===== config.mk =====
export PLATFORM = sky130hd
export DESIGN_NAME = conv_acc
export DESIGN_NICKNAME = d
export VERILOG_FILES = /design/src/common/acc_cfg_pkg.sv /design/src/common/acc_ops_pkg.sv /design/src/bus_switcher.sv /design/src/max_pool.sv /design/src/conv/conv_1x1.sv /design/src/conv/conv_3x3.sv /design/src/conv_acc.sv
export SDC_FILE = /design/constraint.sdc
export NUM_CORES = 1
export LEC_CHECK = 0
export CAP_MARGIN = 20
export CORE_ASPECT_RATIO = 1.75
export CORE_MARGIN = 2
export CORE_UTILIZATION = 50
export CTS_CLUSTER_SIZE = 20
export DETAILED_ROUTE_END_ITERATION = 7
export DONT_BUFFER_PORTS = 1
export GPL_TIMING_DRIVEN = 0
export PLACE_DENSITY = 0.64
export SKIP_LAST_GASP = 1
export SYNTH_ARGS = -nofsm -noshare
export SYNTH_HDL_FRONTEND = slang
export SYNTH_SLANG_ARGS = --single-unit

===== constraint.sdc =====
create_clock -name clk -period 9.6 [get_ports clk]
set_input_delay 1.92 -clock clk [delete_from_list [all_inputs] [get_ports clk]]
set_output_delay 1.92 -clock clk [all_outputs]
set_load 0.05 [all_outputs]

===== src/common/acc_cfg_pkg.sv =====
package acc_cfg_pkg;

  // Feature map geometry
  localparam int FMAP_DIM = 8;
  localparam int FMAP_PIX = FMAP_DIM * FMAP_DIM;

  // 3x3 kernel with valid padding
  localparam int KERNEL_DIM  = 3;
  localparam int KERNEL_TAPS = KERNEL_DIM * KERNEL_DIM;
  localparam int CONV3_DIM   = FMAP_DIM - KERNEL_DIM + 1;

  // 2x2 window, stride 2
  localparam int POOL_WIN = 2;
  localparam int POOL_DIM = FMAP_DIM / POOL_WIN;

  // RAM port widths
  localparam int ADDR_W = $clog2(FMAP_PIX);
  localparam int DATA_W = 32;

  // Signed pixel and weight byte
  localparam int PIX_W = 8;

endpackage


===== src/common/acc_ops_pkg.sv =====
package acc_ops_pkg;

  // Operation select, all other codes are rejected
  typedef enum logic [3:0] {
    MODE_CONV_1X1 = 4'h1,
    MODE_CONV_3X3 = 4'h2,
    MODE_MAX_POOL = 4'h3
  } acc_mode_e;

  // Common FSM states of the compute units
  typedef enum logic [1:0] {
    ST_IDLE  = 2'd0,
    ST_LOAD  = 2'd1,
    ST_RUN   = 2'd2,
    ST_DRAIN = 2'd3
  } unit_state_e;

  function automatic logic mode_valid(acc_mode_e mode);
    return mode inside {MODE_CONV_1X1, MODE_CONV_3X3, MODE_MAX_POOL};
  endfunction

endpackage


===== src/bus_switcher.sv =====
`timescale 1ns/1ps

module bus_switcher import acc_cfg_pkg::*, acc_ops_pkg::*; (
  input  logic              clk,
  input  logic              rst_n_i,
  input  logic              start_i,
  input  acc_mode_e         mode_i,
  output logic              finish_o,
  output logic              in_req_o,
  output logic [ADDR_W-1:0] in_addr_o,
  output logic              wt_req_o,
  output logic [ADDR_W-1:0] wt_addr_o,
  output logic              out_we_o,
  output logic [ADDR_W-1:0] out_addr_o,
  output logic [DATA_W-1:0] out_wdata_o,
  output logic              c1_start_o,
  input  logic              c1_finish_i,
  input  logic              c1_in_req_i,
  input  logic [ADDR_W-1:0] c1_in_addr_i,
  input  logic              c1_out_we_i,
  input  logic [ADDR_W-1:0] c1_out_addr_i,
  input  logic [DATA_W-1:0] c1_out_wdata_i,
  output logic              c3_start_o,
  input  logic              c3_finish_i,
  input  logic              c3_in_req_i,
  input  logic [ADDR_W-1:0] c3_in_addr_i,
  input  logic              c3_wt_req_i,
  input  logic [ADDR_W-1:0] c3_wt_addr_i,
  input  logic              c3_out_we_i,
  input  logic [ADDR_W-1:0] c3_out_addr_i,
  input  logic [DATA_W-1:0] c3_out_wdata_i,
  output logic              mp_start_o,
  input  logic              mp_finish_i,
  input  logic              mp_in_req_i,
  input  logic [ADDR_W-1:0] mp_in_addr_i,
  input  logic              mp_out_we_i,
  input  logic [ADDR_W-1:0] mp_out_addr_i,
  input  logic [DATA_W-1:0] mp_out_wdata_i
);

  logic      busy_q;
  logic      accept;
  acc_mode_e mode_q;

  // Start only when idle and the code is a known mode
  assign accept     = start_i && !busy_q && mode_valid(mode_i);
  assign c1_start_o = accept && (mode_i == MODE_CONV_1X1);
  assign c3_start_o = accept && (mode_i == MODE_CONV_3X3);
  assign mp_start_o = accept && (mode_i == MODE_MAX_POOL);

  always_ff @(posedge clk) begin
    if (!rst_n_i) begin
      busy_q <= 1'b0;
    end else if (accept) begin
      busy_q <= 1'b1;
    end else if (finish_o) begin
      busy_q <= 1'b0;
    end
  end

  always_ff @(posedge clk) begin
    if (accept) begin
      mode_q <= mode_i;
    end
  end

  always_comb begin
    finish_o    = 1'b0;
    in_req_o    = 1'b0;
    in_addr_o   = '0;
    wt_req_o    = 1'b0;
    wt_addr_o   = '0;
    out_we_o    = 1'b0;
    out_addr_o  = '0;
    out_wdata_o = '0;
    if (busy_q) begin
      case (mode_q)
        MODE_CONV_1X1: begin
          finish_o    = c1_finish_i;
          in_req_o    = c1_in_req_i;
          in_addr_o   = c1_in_addr_i;
          out_we_o    = c1_out_we_i;
          out_addr_o  = c1_out_addr_i;
          out_wdata_o = c1_out_wdata_i;
        end
        MODE_CONV_3X3: begin
          finish_o    = c3_finish_i;
          in_req_o    = c3_in_req_i;
          in_addr_o   = c3_in_addr_i;
          wt_req_o    = c3_wt_req_i;
          wt_addr_o   = c3_wt_addr_i;
          out_we_o    = c3_out_we_i;
          out_addr_o  = c3_out_addr_i;
          out_wdata_o = c3_out_wdata_i;
        end
        MODE_MAX_POOL: begin
          finish_o    = mp_finish_i;
          in_req_o    = mp_in_req_i;
          in_addr_o   = mp_in_addr_i;
          out_we_o    = mp_out_we_i;
          out_addr_o  = mp_out_addr_i;
          out_wdata_o = mp_out_wdata_i;
        end
        default: ;
      endcase
    end
  end

  // Only the started unit may touch the RAMs
  a_one_unit_on_bus: assert property (@(posedge clk) disable iff (!rst_n_i)
    $onehot0({c1_in_req_i | c1_out_we_i,
              c3_in_req_i | c3_wt_req_i | c3_out_we_i,
              mp_in_req_i | mp_out_we_i}));

  a_no_idle_finish: assert property (@(posedge clk) disable iff (!rst_n_i)
    !busy_q |-> !(c1_finish_i || c3_finish_i || mp_finish_i));

endmodule


===== src/max_pool.sv =====
`timescale 1ns/1ps

module max_pool import acc_cfg_pkg::*, acc_ops_pkg::*; (
  input  logic              clk,
  input  logic              rst_n_i,
  input  logic              start_i,
  output logic              finish_o,
  output logic              in_req_o,
  output logic [ADDR_W-1:0] in_addr_o,
  input  logic [DATA_W-1:0] in_rdata_i,
  output logic              out_we_o,
  output logic [ADDR_W-1:0] out_addr_o,
  output logic [DATA_W-1:0] out_wdata_o
);

  unit_state_e              state_q;
  logic [1:0]               win_q, win1_q;
  logic [1:0]               row_q, col_q;
  logic                     rd_vld1_q, wr_pend_q;
  logic                     last_win;
  logic [ADDR_W-1:0]        oaddr1_q, out_addr_q;
  logic signed [PIX_W-1:0]  pix, max_q;
  logic signed [DATA_W-1:0] max_ext;

  assign last_win = (win_q == 2'(POOL_WIN * POOL_WIN - 1));

  always_ff @(posedge clk) begin
    if (!rst_n_i) begin
      state_q   <= ST_IDLE;
      win_q     <= '0;
      win1_q    <= '0;
      row_q     <= '0;
      col_q     <= '0;
      rd_vld1_q <= 1'b0;
      wr_pend_q <= 1'b0;
      finish_o  <= 1'b0;
    end else begin
      rd_vld1_q <= in_req_o;
      win1_q    <= win_q;
      wr_pend_q <= rd_vld1_q && (win1_q == 2'(POOL_WIN * POOL_WIN - 1));
      finish_o  <= 1'b0;
      case (state_q)
        ST_IDLE: begin
          if (start_i) begin
            state_q <= ST_RUN;
            win_q   <= '0;
            row_q   <= '0;
            col_q   <= '0;
          end
        end
        ST_RUN: begin
          win_q <= win_q + 1'b1;
          if (last_win) begin
            col_q <= col_q + 1'b1;
            if (col_q == 2'(POOL_DIM - 1)) begin
              row_q <= row_q + 1'b1;
              if (row_q == 2'(POOL_DIM - 1)) state_q <= ST_DRAIN;
            end
          end
        end
        ST_DRAIN: begin
          // Last window max is written this cycle
          if (wr_pend_q) begin
            finish_o <= 1'b1;
            state_q  <= ST_IDLE;
          end
        end
        default: state_q <= ST_IDLE;
      endcase
    end
  end

  assign pix = $signed(in_rdata_i[PIX_W-1:0]);

  always_ff @(posedge clk) begin
    if (rd_vld1_q && (win1_q == '0 || pix > max_q)) begin
      max_q <= pix;
    end
    oaddr1_q <= ADDR_W'(int'(row_q) * POOL_DIM + int'(col_q));
    if (rd_vld1_q && win1_q == 2'(POOL_WIN * POOL_WIN - 1)) begin
      out_addr_q <= oaddr1_q;
    end
  end

  assign in_req_o  = (state_q == ST_RUN);
  assign in_addr_o = ADDR_W'((POOL_WIN * int'(row_q) + int'(win_q) / POOL_WIN) * FMAP_DIM
                             + POOL_WIN * int'(col_q) + int'(win_q) % POOL_WIN);

  assign max_ext     = max_q;
  assign out_we_o    = wr_pend_q;
  assign out_addr_o  = out_addr_q;
  assign out_wdata_o = max_ext;

endmodule


===== src/conv/conv_1x1.sv =====
`timescale 1ns/1ps

module conv_1x1 import acc_cfg_pkg::*, acc_ops_pkg::*; (
  input  logic              clk,
  input  logic              rst_n_i,
  input  logic              start_i,
  output logic              finish_o,
  input  logic [DATA_W-1:0] w8_i,
  output logic              in_req_o,
  output logic [ADDR_W-1:0] in_addr_o,
  input  logic [DATA_W-1:0] in_rdata_i,
  output logic              out_we_o,
  output logic [ADDR_W-1:0] out_addr_o,
  output logic [DATA_W-1:0] out_wdata_o
);

  unit_state_e                state_q;
  logic [ADDR_W-1:0]          cnt_q, addr1_q, addr2_q;
  logic                       valid1_q, valid2_q;
  logic signed [PIX_W-1:0]    weight_q;
  logic signed [15:0]         bias_q;
  logic signed [2*PIX_W-1:0]  prod_q;
  logic signed [DATA_W-1:0]   prod_ext, bias_ext;

  always_ff @(posedge clk) begin
    if (!rst_n_i) begin
      state_q  <= ST_IDLE;
      cnt_q    <= '0;
      valid1_q <= 1'b0;
      valid2_q <= 1'b0;
      finish_o <= 1'b0;
    end else begin
      valid1_q <= in_req_o;
      valid2_q <= valid1_q;
      finish_o <= 1'b0;
      case (state_q)
        ST_IDLE: begin
          if (start_i) begin
            state_q <= ST_RUN;
            cnt_q   <= '0;
          end
        end
        ST_RUN: begin
          cnt_q <= cnt_q + 1'b1;
          if (cnt_q == ADDR_W'(FMAP_PIX - 1)) state_q <= ST_DRAIN;
        end
        ST_DRAIN: begin
          // Pipeline empties with the last write
          if (valid2_q && !valid1_q) begin
            finish_o <= 1'b1;
            state_q  <= ST_IDLE;
          end
        end
        default: state_q <= ST_IDLE;
      endcase
    end
  end

  always_ff @(posedge clk) begin
    if (start_i && state_q == ST_IDLE) begin
      weight_q <= w8_i[PIX_W-1:0];
      bias_q   <= w8_i[31:16];
    end
    addr1_q <= cnt_q;
    addr2_q <= addr1_q;
    prod_q  <= $signed(in_rdata_i[PIX_W-1:0]) * weight_q;
  end

  assign in_req_o  = (state_q == ST_RUN);
  assign in_addr_o = cnt_q;

  assign prod_ext    = prod_q;
  assign bias_ext    = bias_q;
  assign out_we_o    = valid2_q;
  assign out_addr_o  = addr2_q;
  assign out_wdata_o = prod_ext + bias_ext;

  // Done only once the last pixel of the map is written
  a_finish_after_last_write: assert property (@(posedge clk) disable iff (!rst_n_i)
    finish_o |-> $past(out_we_o) && $past(out_addr_o) == ADDR_W'(FMAP_PIX - 1));

endmodule


===== src/conv/conv_3x3.sv =====
`timescale 1ns/1ps

module conv_3x3 import acc_cfg_pkg::*, acc_ops_pkg::*; (
  input  logic              clk,
  input  logic              rst_n_i,
  input  logic              start_i,
  output logic              finish_o,
  input  logic [DATA_W-1:0] w8_i,
  output logic              in_req_o,
  output logic [ADDR_W-1:0] in_addr_o,
  input  logic [DATA_W-1:0] in_rdata_i,
  output logic              wt_req_o,
  output logic [ADDR_W-1:0] wt_addr_o,
  input  logic [DATA_W-1:0] wt_rdata_i,
  output logic              out_we_o,
  output logic [ADDR_W-1:0] out_addr_o,
  output logic [DATA_W-1:0] out_wdata_o
);

  unit_state_e              state_q;
  logic [3:0]               tap_q, tap1_q;
  logic [2:0]               row_q, col_q;
  logic                     in_vld1_q, wt_vld1_q, wr_pend_q;
  logic                     last_tap;
  logic [ADDR_W-1:0]        oaddr1_q, out_addr_q;
  logic signed [PIX_W-1:0]  weight_rf [KERNEL_TAPS];
  logic signed [15:0]       bias_q;
  logic signed [DATA_W-1:0] acc_q, prod_ext, bias_ext;

  assign last_tap = (tap_q == 4'(KERNEL_TAPS - 1));

  always_ff @(posedge clk) begin
    if (!rst_n_i) begin
      state_q   <= ST_IDLE;
      tap_q     <= '0;
      tap1_q    <= '0;
      row_q     <= '0;
      col_q     <= '0;
      in_vld1_q <= 1'b0;
      wt_vld1_q <= 1'b0;
      wr_pend_q <= 1'b0;
      finish_o  <= 1'b0;
    end else begin
      in_vld1_q <= in_req_o;
      wt_vld1_q <= wt_req_o;
      tap1_q    <= tap_q;
      wr_pend_q <= in_vld1_q && (tap1_q == 4'(KERNEL_TAPS - 1));
      finish_o  <= 1'b0;
      case (state_q)
        ST_IDLE: begin
          if (start_i) begin
            state_q <= ST_LOAD;
            tap_q   <= '0;
            row_q   <= '0;
            col_q   <= '0;
          end
        end
        ST_LOAD: begin
          tap_q <= last_tap ? '0 : tap_q + 1'b1;
          if (last_tap) state_q <= ST_RUN;
        end
        ST_RUN: begin
          tap_q <= last_tap ? '0 : tap_q + 1'b1;
          if (last_tap) begin
            if (col_q == 3'(CONV3_DIM - 1)) begin
              col_q <= '0;
              row_q <= row_q + 1'b1;
              if (row_q == 3'(CONV3_DIM - 1)) state_q <= ST_DRAIN;
            end else begin
              col_q <= col_q + 1'b1;
            end
          end
        end
        ST_DRAIN: begin
          if (wr_pend_q) begin
            finish_o <= 1'b1;
            state_q  <= ST_IDLE;
          end
        end
        default: state_q <= ST_IDLE;
      endcase
    end
  end

  assign prod_ext = $signed(in_rdata_i[PIX_W-1:0]) * weight_rf[tap1_q];
  assign bias_ext = bias_q;

  always_ff @(posedge clk) begin
    if (start_i && state_q == ST_IDLE) begin
      bias_q <= w8_i[31:16];
    end
    if (wt_vld1_q) begin
      weight_rf[tap1_q] <= wt_rdata_i[PIX_W-1:0];
    end
    // First tap restarts the sum for a new output
    if (in_vld1_q) begin
      acc_q <= (tap1_q == '0) ? prod_ext : acc_q + prod_ext;
    end
    oaddr1_q <= ADDR_W'(int'(row_q) * CONV3_DIM + int'(col_q));
    if (in_vld1_q && tap1_q == 4'(KERNEL_TAPS - 1)) begin
      out_addr_q <= oaddr1_q;
    end
  end

  assign wt_req_o  = (state_q == ST_LOAD);
  assign wt_addr_o = ADDR_W'(tap_q);
  assign in_req_o  = (state_q == ST_RUN);
  assign in_addr_o = ADDR_W'((int'(row_q) + int'(tap_q) / KERNEL_DIM) * FMAP_DIM
                             + int'(col_q) + int'(tap_q) % KERNEL_DIM);

  assign out_we_o    = wr_pend_q;
  assign out_addr_o  = out_addr_q;
  assign out_wdata_o = acc_q + bias_ext;

  a_tap_in_range: assert property (@(posedge clk) disable iff (!rst_n_i)
    (in_req_o || wt_req_o) |-> tap_q < KERNEL_TAPS);

endmodule


===== src/conv_acc.sv =====
`timescale 1ns/1ps

module conv_acc import acc_cfg_pkg::*, acc_ops_pkg::*; (
  input  logic              clk,
  input  logic              rst_n_i,
  input  logic              start_i,
  input  acc_mode_e         mode_i,
  input  logic [DATA_W-1:0] w8_i,
  output logic              finish_o,
  output logic              in_req_o,
  output logic [ADDR_W-1:0] in_addr_o,
  input  logic [DATA_W-1:0] in_rdata_i,
  output logic              wt_req_o,
  output logic [ADDR_W-1:0] wt_addr_o,
  input  logic [DATA_W-1:0] wt_rdata_i,
  output logic              out_we_o,
  output logic [ADDR_W-1:0] out_addr_o,
  output logic [DATA_W-1:0] out_wdata_o
);

  // Pointwise unit
  logic              c1_start, c1_finish, c1_in_req, c1_out_we;
  logic [ADDR_W-1:0] c1_in_addr, c1_out_addr;
  logic [DATA_W-1:0] c1_out_wdata;

  // 3x3 unit
  logic              c3_start, c3_finish, c3_in_req, c3_wt_req, c3_out_we;
  logic [ADDR_W-1:0] c3_in_addr, c3_wt_addr, c3_out_addr;
  logic [DATA_W-1:0] c3_out_wdata;

  // Pooling unit
  logic              mp_start, mp_finish, mp_in_req, mp_out_we;
  logic [ADDR_W-1:0] mp_in_addr, mp_out_addr;
  logic [DATA_W-1:0] mp_out_wdata;

  bus_switcher i_bus_switcher (
    .clk, .rst_n_i, .start_i, .mode_i, .finish_o,
    .in_req_o, .in_addr_o, .wt_req_o, .wt_addr_o,
    .out_we_o, .out_addr_o, .out_wdata_o,
    .c1_start_o(c1_start), .c1_finish_i(c1_finish),
    .c1_in_req_i(c1_in_req), .c1_in_addr_i(c1_in_addr),
    .c1_out_we_i(c1_out_we), .c1_out_addr_i(c1_out_addr), .c1_out_wdata_i(c1_out_wdata),
    .c3_start_o(c3_start), .c3_finish_i(c3_finish),
    .c3_in_req_i(c3_in_req), .c3_in_addr_i(c3_in_addr),
    .c3_wt_req_i(c3_wt_req), .c3_wt_addr_i(c3_wt_addr),
    .c3_out_we_i(c3_out_we), .c3_out_addr_i(c3_out_addr), .c3_out_wdata_i(c3_out_wdata),
    .mp_start_o(mp_start), .mp_finish_i(mp_finish),
    .mp_in_req_i(mp_in_req), .mp_in_addr_i(mp_in_addr),
    .mp_out_we_i(mp_out_we), .mp_out_addr_i(mp_out_addr), .mp_out_wdata_i(mp_out_wdata)
  );

  conv_1x1 i_conv_1x1 (
    .clk, .rst_n_i, .w8_i,
    .start_i(c1_start), .finish_o(c1_finish),
    .in_req_o(c1_in_req), .in_addr_o(c1_in_addr), .in_rdata_i,
    .out_we_o(c1_out_we), .out_addr_o(c1_out_addr), .out_wdata_o(c1_out_wdata)
  );

  conv_3x3 i_conv_3x3 (
    .clk, .rst_n_i, .w8_i,
    .start_i(c3_start), .finish_o(c3_finish),
    .in_req_o(c3_in_req), .in_addr_o(c3_in_addr), .in_rdata_i,
    .wt_req_o(c3_wt_req), .wt_addr_o(c3_wt_addr), .wt_rdata_i,
    .out_we_o(c3_out_we), .out_addr_o(c3_out_addr), .out_wdata_o(c3_out_wdata)
  );

  max_pool i_max_pool (
    .clk, .rst_n_i,
    .start_i(mp_start), .finish_o(mp_finish),
    .in_req_o(mp_in_req), .in_addr_o(mp_in_addr), .in_rdata_i,
    .out_we_o(mp_out_we), .out_addr_o(mp_out_addr), .out_wdata_o(mp_out_wdata)
  );

endmodule


==> results of run 1 <==
[kinds of logic after synthesis]
| kind of cell | share of synthesized area [%] |
|---|---|
| compound gates | 13.8 |
| xor+xnor | 4.97 |
| fa+ha+maj | 23.7 |
| buf+inv | 5.22 |
| flops | 35.2 |
| mux | 2.73 |
| other cells | 0.0199 |
| simple gates | 14.3 |
[layout by cell type (no fill, tap or decap), types with 14 or more instances in the layout]
master     Yosys  routed
inv_1        209     209
ha_1         171     171
edfxtp_1     166     166
nor2_1       148     148
fa_1         117     117
a21oi_1      114     113
nand2_1      109     109
dfxtp_1       83      82
xnor2_1       72      71
and2_1        66      66
o21ai_1       64      64
nor2b_1       52      52
clkbuf_1      40      41
xor2_1        35      35
a21o_1        34      34
nand2b_1      26      26
nand3_1       26      26
clkbuf_16      0      26
o21ai_0       25      25
nor3_1        23      21
and3_1        19      19
a211oi_1      17      17
a222oi_1      17      17
mux4_2        16      16
a31oi_1       14      14
[sequential cells by signal, summed over array words and instances (netlist names), 6 cells and up]
| register | cells |
|---|---|
| i_conv_1x1.out_addr_o | 6 |
| i_conv_1x1.prod_q | 16 |
| i_conv_3x3.oaddr1_q | 6 |
| i_conv_3x3.weight_rf | 72 |
| i_conv_1x1.in_addr_o | 6 |
| i_max_pool.max_q | 8 |
| i_conv_3x3.bias_q | 16 |
| i_conv_1x1.weight_q | 8 |
| i_conv_3x3.out_addr_o | 6 |
| i_conv_1x1.addr1_q | 6 |
| i_conv_1x1.bias_q | 16 |
| i_conv_3x3.acc_q | 32 |
[what timing repair did]
| action | 4_1_cts | 5_1_grt |
|---|---|---|
| hold endpoints to repair | 0 | 0 |
| endpoints found under the setup margin | 0 | 4 |
| gates resized for setup | 0 | 1 |
[path summary, 6_finish.rpt]
path / startpoint / slack [ns] / to
worst max-delay path: i_conv_3x3.tap1_q[0]$_SDFF_PN0_ / 0.57 / i_conv_3x3.acc_q[30]$_DFFE_PP_
worst max register to register: i_conv_3x3.tap1_q[0]$_SDFF_PN0_ / 0.57 / i_conv_3x3.acc_q[30]$_DFFE_PP_
worst min-delay path: i_conv_1x1.addr1_q[0]$_DFF_P_ / 0.33 / i_conv_1x1.out_addr_o[0]$_DFF_P_
worst min register to register: i_conv_1x1.addr1_q[0]$_DFF_P_ / 0.33 / i_conv_1x1.out_addr_o[0]$_DFF_P_
[synth_stat cells, drive strengths merged, types with 26 or more instances]
| library cell | count | area [um2] |
|---|---|---|
| ha | 171 | 2140 |
| dfxtp | 83 | 1660 |
| clkbuf | 40 | 150 |
| inv | 211 | 792 |
| xnor2 | 72 | 631 |
| nand2 | 109 | 409 |
| a21oi | 114 | 571 |
| nor2 | 148 | 556 |
| a21o | 34 | 255 |
| nor2b | 54 | 353 |
| fa | 117 | 2340 |
| nand2b | 26 | 163 |
| xor2 | 35 | 307 |
| o21ai | 89 | 445 |
| edfxtp | 166 | 4980 |
| nand3 | 26 | 130 |
| and2 | 66 | 413 |
[routing by layer]
layer / up-vias / GRT usage (%) / routed length, um
li1: 6624 / - / -
met1: 6763 / 25.7 / 17200
met2: 365 / 48.0 / 26300
met3: 137 / 3.34 / 1980
met4: 0 / 14.9 / 3290
met5: - / 0 / 0
[per-stage QoR]
stage | setup TNS, ns | hold slack (ns) | cells | setup WS (ns)
after floorplan | 0 | 0.310 | 1867 | 1.16
after global placement | -4.43 | 0.312 | 2347 | -0.658
after detailed placement | 0 | 0.313 | 2354 | 0.519
after CTS | 0 | 0.329 | 2402 | 0.475
after global routing | 0 | 0.335 | 2404 | 0.0169
final | 0 | 0.329 | 2404 | 0.568
[area by class of cell]
cell class | instances | area, um2
Clock buffer | 31 | 709
Timing Repair Buffer | 7 | 81.3
Tap cell | 480 | 601
Antenna cell | 2 | 5.00
Multi-Input combinational cell | 1358 | 11300
Fill cell | 3380 | 16900
Clock inverter | 17 | 145
Buffer | 48 | 189
Inverter | 212 | 796
Sequential cell | 249 | 6650
==> qor.yml, run 1 <==
cp_max_fo: 18
critPathLaunchType: "register"
netlist_instances: 1866
num_vias: 13900
die_y_um: 261
synth_edf_count: 166
cp.required_ns: 9.90
rsz0062_at_grt: "false"
clk_latency_ns: 0.57
ys_types: 80
whs_path_depth: 0
cp_slowest_cell: "a21oi_1"
reg2reg_depth: 30
gp_congestion: 0.917
grt_pass1_vias: 14500
yosys_warnings: 0
arrival_ns: 9.34
slew-limit-headroom_pct: 20.5
clock.fmax_mhz: 111
ys_seq_elements: 249
nets: 2293
drv_cap: 0
hpwl_mm: 39.0
io_buffers: 0
via_per_inst: 5.78
cts_tree: "yes"
dieArea_mm2: 0.0394
drtPass1Iterations: 5
design_area_mm2: 0.0205
ys_seq_area_share_pct: 35.2
period_needed_ns: 9.03
skew_ns: 0.0309
setup_viol: 0
cts.clk_slew.worst_paths_ns: 0.07
clock_sinks: 249
crit_top_cell: "inv_1"
finalMaxSlewViolations: 0
cpLargestDelayFamily: "adder cells"
hold_viol: 0
grt-ovfl-total: 0
grt_pass1_wl_mm: 75.9
htree_num_levels: 1
rows: 94
gr-usage-all-layers_pct: 25.2
drive_above_1_share_pct: 5.20
syn_avg_cell_area_um2: 10.1
hold_path.class: "reg -> reg"
coreArea_mm2: 0.0374
initial_core_util_pct: 50.5
grt_max_degree: 34
cts_root_buffer: "clkbuf_16"
status: "finished clean"
synth_area_mm2: 0.0189
first_iter_violations: 727
postCtsSetupBuffers: 0
hold_buffers: 0
post-route-drc-count: 0
antenna_found_initial: 2
dpl_cell_area_mm2: 0.0196
async_reset_ff_share_pct: 0
cpPeakStageDelay_ns: 0.75
critPathKind: "reg -> reg"
finalCritPeriodShare_pct: 94.1
worstSetupEndpointType: "register"
path_buf_inv: 7
detail-route-antenna-nets: 0
synthToLayoutAreaGrowth_pct: 8.37
ys.flop_type: "edfxtp_1"
tightestPinTransition_ns: 1.20
cts_max_path_buffers: 3
numCtsBuffers: 26
fp.dieW_um: 151
wl_per_cell_um: 20.3
routed_wl_mm: 48.8
ios: 157
final_core_util_pct: 54.7
crit_cells: 30
Power of run 1 is left out: the tool's default activity adds up to more than one toggle a clock period on the data nets, which glitch-free logic cannot reach.
==> run 2: changes to the inputs <==
--- a/config.mk
+++ b/config.mk
@@ -17,4 +17,5 @@
 export SKIP_LAST_GASP = 1
 export SYNTH_ARGS = -nofsm -noshare
 export SYNTH_HDL_FRONTEND = slang
+export SYNTH_HIERARCHICAL = 1
 export SYNTH_SLANG_ARGS = --single-unit
==> run 2 against run 1 <==
Utilization is 0.61 points lower. Global-route usage fell by 2.2 points. Maximum frequency up 0.61%. Clock skew up 0.00064 ns. Worst hold slack lost 0.0026 ns. Via count rose by 2.1%. Setup slack improved by 0.055 ns. Clock-buffer cell count decreased by 4. First-iteration DRC count fell by 22%. Synthesized cell count is 6.1% higher.
==> qor.yml, run 2 <==
critPathLaunchType: "register"  # unchanged
grt_pass1_wl_mm: 75.9  # about the same
drv_cap: 0  # unchanged
synth.area.top_cells: "edfxtp_1, fa_1, ha_1, dfxtp_1, inv_1"  # unchanged
yosys.area.top_type: "edfxtp_1"  # unchanged
clock.fmax_mhz: 111  # about the same
grt_pass1_vias: 14900  # was 14500
first_iter_violations: 570  # was 727
hpwl_mm: 38.5  # was 39.0 mm
met1_usage_pct: 23.3  # was 25.7%
io_buffers: 0  # unchanged
rsz0062_at_grt: "false"  # unchanged
whs_path_depth: 0  # unchanged
cts_tree: "yes"  # unchanged
synthToLayoutAreaGrowth_pct: 7.53  # was 8.37%
finalCritPeriodShare_pct: 93.5  # was 94.1%
coreArea_mm2: 0.0398  # was 0.0374 mm2
tightestPinTransition_ns: 1.02  # was 1.20 ns
die_y_um: 269  # was 261 um
synth_edf_count: 166  # unchanged
cp_slowest_cell: "fa_1"  # was a21oi_1
rows: 97  # was 94
ios: 157  # unchanged
largest_reg_flops: 72  # unchanged
clock_sinks: 249  # unchanged
yosysMostFrequentCell: "inv_1"  # unchanged
netlist_instances: 1979  # was 1866
fill_cells: 3615  # was 3380
num_vias: 14200  # was 13900
worstSetupEndpointType: "register"  # unchanged
ys.flop_type: "edfxtp_1"  # unchanged
grt-ovfl-total: 0  # unchanged
post-route-drc-count: 0  # unchanged
antenna_found_initial: 2  # unchanged
use_met3_pct: 3.70  # was 3.34%
cpLargestDelayFamily: "adder cells"  # unchanged
top_usage_layer: "met2"  # unchanged
crit_path_start: "i_conv_3x3/tap1_q[1]$_SDFF_PN0_"  # was i_conv_3x3.tap1_q[0]$_SDFF_PN0_
skew_ns: 0.0316  # was 0.0309 ns
status: "finished clean"  # unchanged
htree_num_levels: 1  # unchanged
slew-limit-headroom_pct: 31.4  # was 20.5%
r2r-end: "i_conv_3x3/acc_q[28]$_DFFE_PP_"  # was i_conv_3x3.acc_q[30]$_DFFE_PP_
wl_per_cell_um: 18.7  # was 20.3 um
synth.top_cell.area_share_pct: 24.9  # was 26.4%
cpPeakStageDelay_ns: 0.55  # was 0.75 ns
cts_max_path_buffers: 3  # unchanged
clk_latency_ns: 0.55  # was 0.57 ns
synthTopCellsByCount: "inv_1, ha_1, edfxtp_1, nor2_1, fa_1"  # unchanged
gr-usage-all-layers_pct: 23.0  # was 25.2%
initial_core_util_pct: 50.3  # was 50.5%
via_per_inst: 5.62  # was 5.78
synth_area_mm2: 0.0200  # was 0.0189 mm2
regMostFlops: "i_conv_3x3/weight_rf"  # was i_conv_3x3.weight_rf
cp.required_ns: 9.89  # was 9.90 ns
rr_startpoint: "i_conv_3x3/tap1_q[1]$_SDFF_PN0_"  # was i_conv_3x3.tap1_q[0]$_SDFF_PN0_
path_buf_inv: 6  # was 7
async_reset_ff_share_pct: 0  # unchanged
fp.dieW_um: 155  # was 151 um
cp_max_fo: 18  # unchanged
reg_top3: "i_conv_3x3/weight_rf (72), i_conv_3x3/acc_q (32)"  # was i_conv_3x3.weight_rf (72), i_conv_3x3.acc_q (32)
detail-route-antenna-nets: 0  # unchanged
drtPass1Iterations: 5  # unchanged
met2_usage_pct: 45.5  # was 48.0%
dieArea_mm2: 0.0417  # was 0.0394 mm2
yosys_warnings: 6  # was 0
nets: 2403  # was 2293
syn_avg_cell_area_um2: 10.1  # about the same
drive_above_1_share_pct: 10.0  # was 5.20%
grt_max_degree: 34  # unchanged
hold_buffers: 0  # unchanged
postCtsSetupBuffers: 0  # unchanged
numCtsBuffers: 24  # was 26
rrSetupSlack_ns: 0.62  # was 0.57 ns
holdWs_ns: 0.327  # was 0.329 ns
layout_common_cells: "inv_1, ha_1, edfxtp_1"  # unchanged
fin_setup_tns_ns: 0  # unchanged
routed_wl_mm: 47.3  # was 48.8 mm
critPathKind: "reg -> reg"  # unchanged
ys_seq_area_share_pct: 33.2  # was 35.2%
hold_path.class: "reg -> reg"  # unchanged
finalMaxSlewViolations: 0  # unchanged
arrival_ns: 9.26  # was 9.34 ns
ys_seq_elements: 249  # unchanged
gp_congestion: 0.921  # was 0.917
period_needed_ns: 8.98  # was 9.03 ns
min_to: "i_conv_1x1/out_addr_o[4]$_DFF_P_"  # was i_conv_1x1.out_addr_o[0]$_DFF_P_
cts_root_buffer: "clkbuf_16"  # unchanged
reg2reg_depth: 30  # unchanged
ys_types: 93  # was 80
hold_start: "i_conv_1x1/addr1_q[4]$_DFF_P_"  # was i_conv_1x1.addr1_q[0]$_DFF_P_
hold_viol: 0  # unchanged
cts.clk_slew.worst_paths_ns: 0.07  # about the same
final_common_cell: "inv_1"  # unchanged
setup_viol: 0  # unchanged
run 2: changes by cell type after synthesis, moves of 16 or more:
cell,delta
a222oi_1,-16
a21oi_1,-20
o21ai_1,-47
buf_4,+46
a22oi_1,+38
clkbuf_1,-18
mux2_2,+37
o21ai_0,+44
run 2: worst reg2reg max path, delay by kind of cell, from the launching register on:
kind	cells	cell delay [ns]
buffers and inverters	6	1.04
DFF	1	0.48
and+or+nand+nor	7	1.84
AOI/OAI and AO/OA	9	2.05
muxes	2	0.53
adders and majority gates	6	2.78
run 2: kinds of logic (layout without fill, tap and decap cells):
| group | count (synthesis) | count (layout) | synth area share [%] |
|---|---|---|---|
| AOI/OAI and AO/OA | 391 | 391 | 13.1 |
| buffers and inverters | 311 | 360 | 6.88 |
| other | 2 | 5 | 0.0375 |
| muxes | 82 | 82 | 5.43 |
| adders and majority gates | 288 | 288 | 22.4 |
| and+or+nand+nor | 546 | 546 | 14.1 |
| DFF | 249 | 249 | 33.2 |
| xor gates and xnor gates | 110 | 110 | 4.81 |
run 2: worst max-delay path by stage:
stage / to / cells past startpoint / slack (ns)
finish: i_conv_3x3/acc_q[28]$_DFFE_PP_ / 30 / 0.62
global route: i_conv_3x3/acc_q[31]$_DFFE_PP_ / 30 / 0.06
CTS: i_conv_3x3/acc_q[31]$_DFFE_PP_ / 31 / 0.18
detailed placement: i_conv_3x3/acc_q[31]$_DFFE_PP_ / 30 / 0.004
global placement: i_conv_3x3/acc_q[31]$_DFFE_PP_ / 30 / 0.19
floorplan: i_conv_3x3/acc_q[28]$_DFFE_PP_ / 24 / 1.28
run 2: per-stage QoR:
step / cells / instance area [um2] / setup slack [ns] / util (%)
6_report: 2526 / 21500 / 0.623 / 54.1
5_1_grt: 2526 / 21500 / 0.0597 / 54.1
4_1_cts: 2524 / 21500 / 0.176 / 53.9
3_5_place_dp: 2480 / 20700 / 0.00439 / 52.0
3_3_place_gp: 2476 / 20600 / 0.188 / 51.9
2_1_floorplan: 1981 / 20000 / 1.28 / -
run 2: metal layers:
layer,part of all wire (%),vias up
met5,0.032,-
met4,5.0,2
met3,4.4,99
met2,55,276
met1,36,6896
li1,-,6911
run 2: area by class of cell:
type / count / area [um2] / share of cell area, %
inverter: 221 / 830 / 3.85
buffer: 90 / 551 / 2.56
sequential: 249 / 6650 / 30.9
clock inverter: 17 / 173 / 0.802
antenna: 1 / 2.50 / 0.0116
clock buffer: 27 / 612 / 2.84
tap: 495 / 619 / 2.88
timing repair buffer: 5 / 55.1 / 0.256
multi-input combinational: 1421 / 12000 / 55.9
run 2: timing repair:
action                                 in CTS  in global routing
endpoints found under the hold margin       0                  0
setup endpoints to repair                   1                  8
gates resized for setup                     1                  6
Power of run 2 is left out for the same reason.
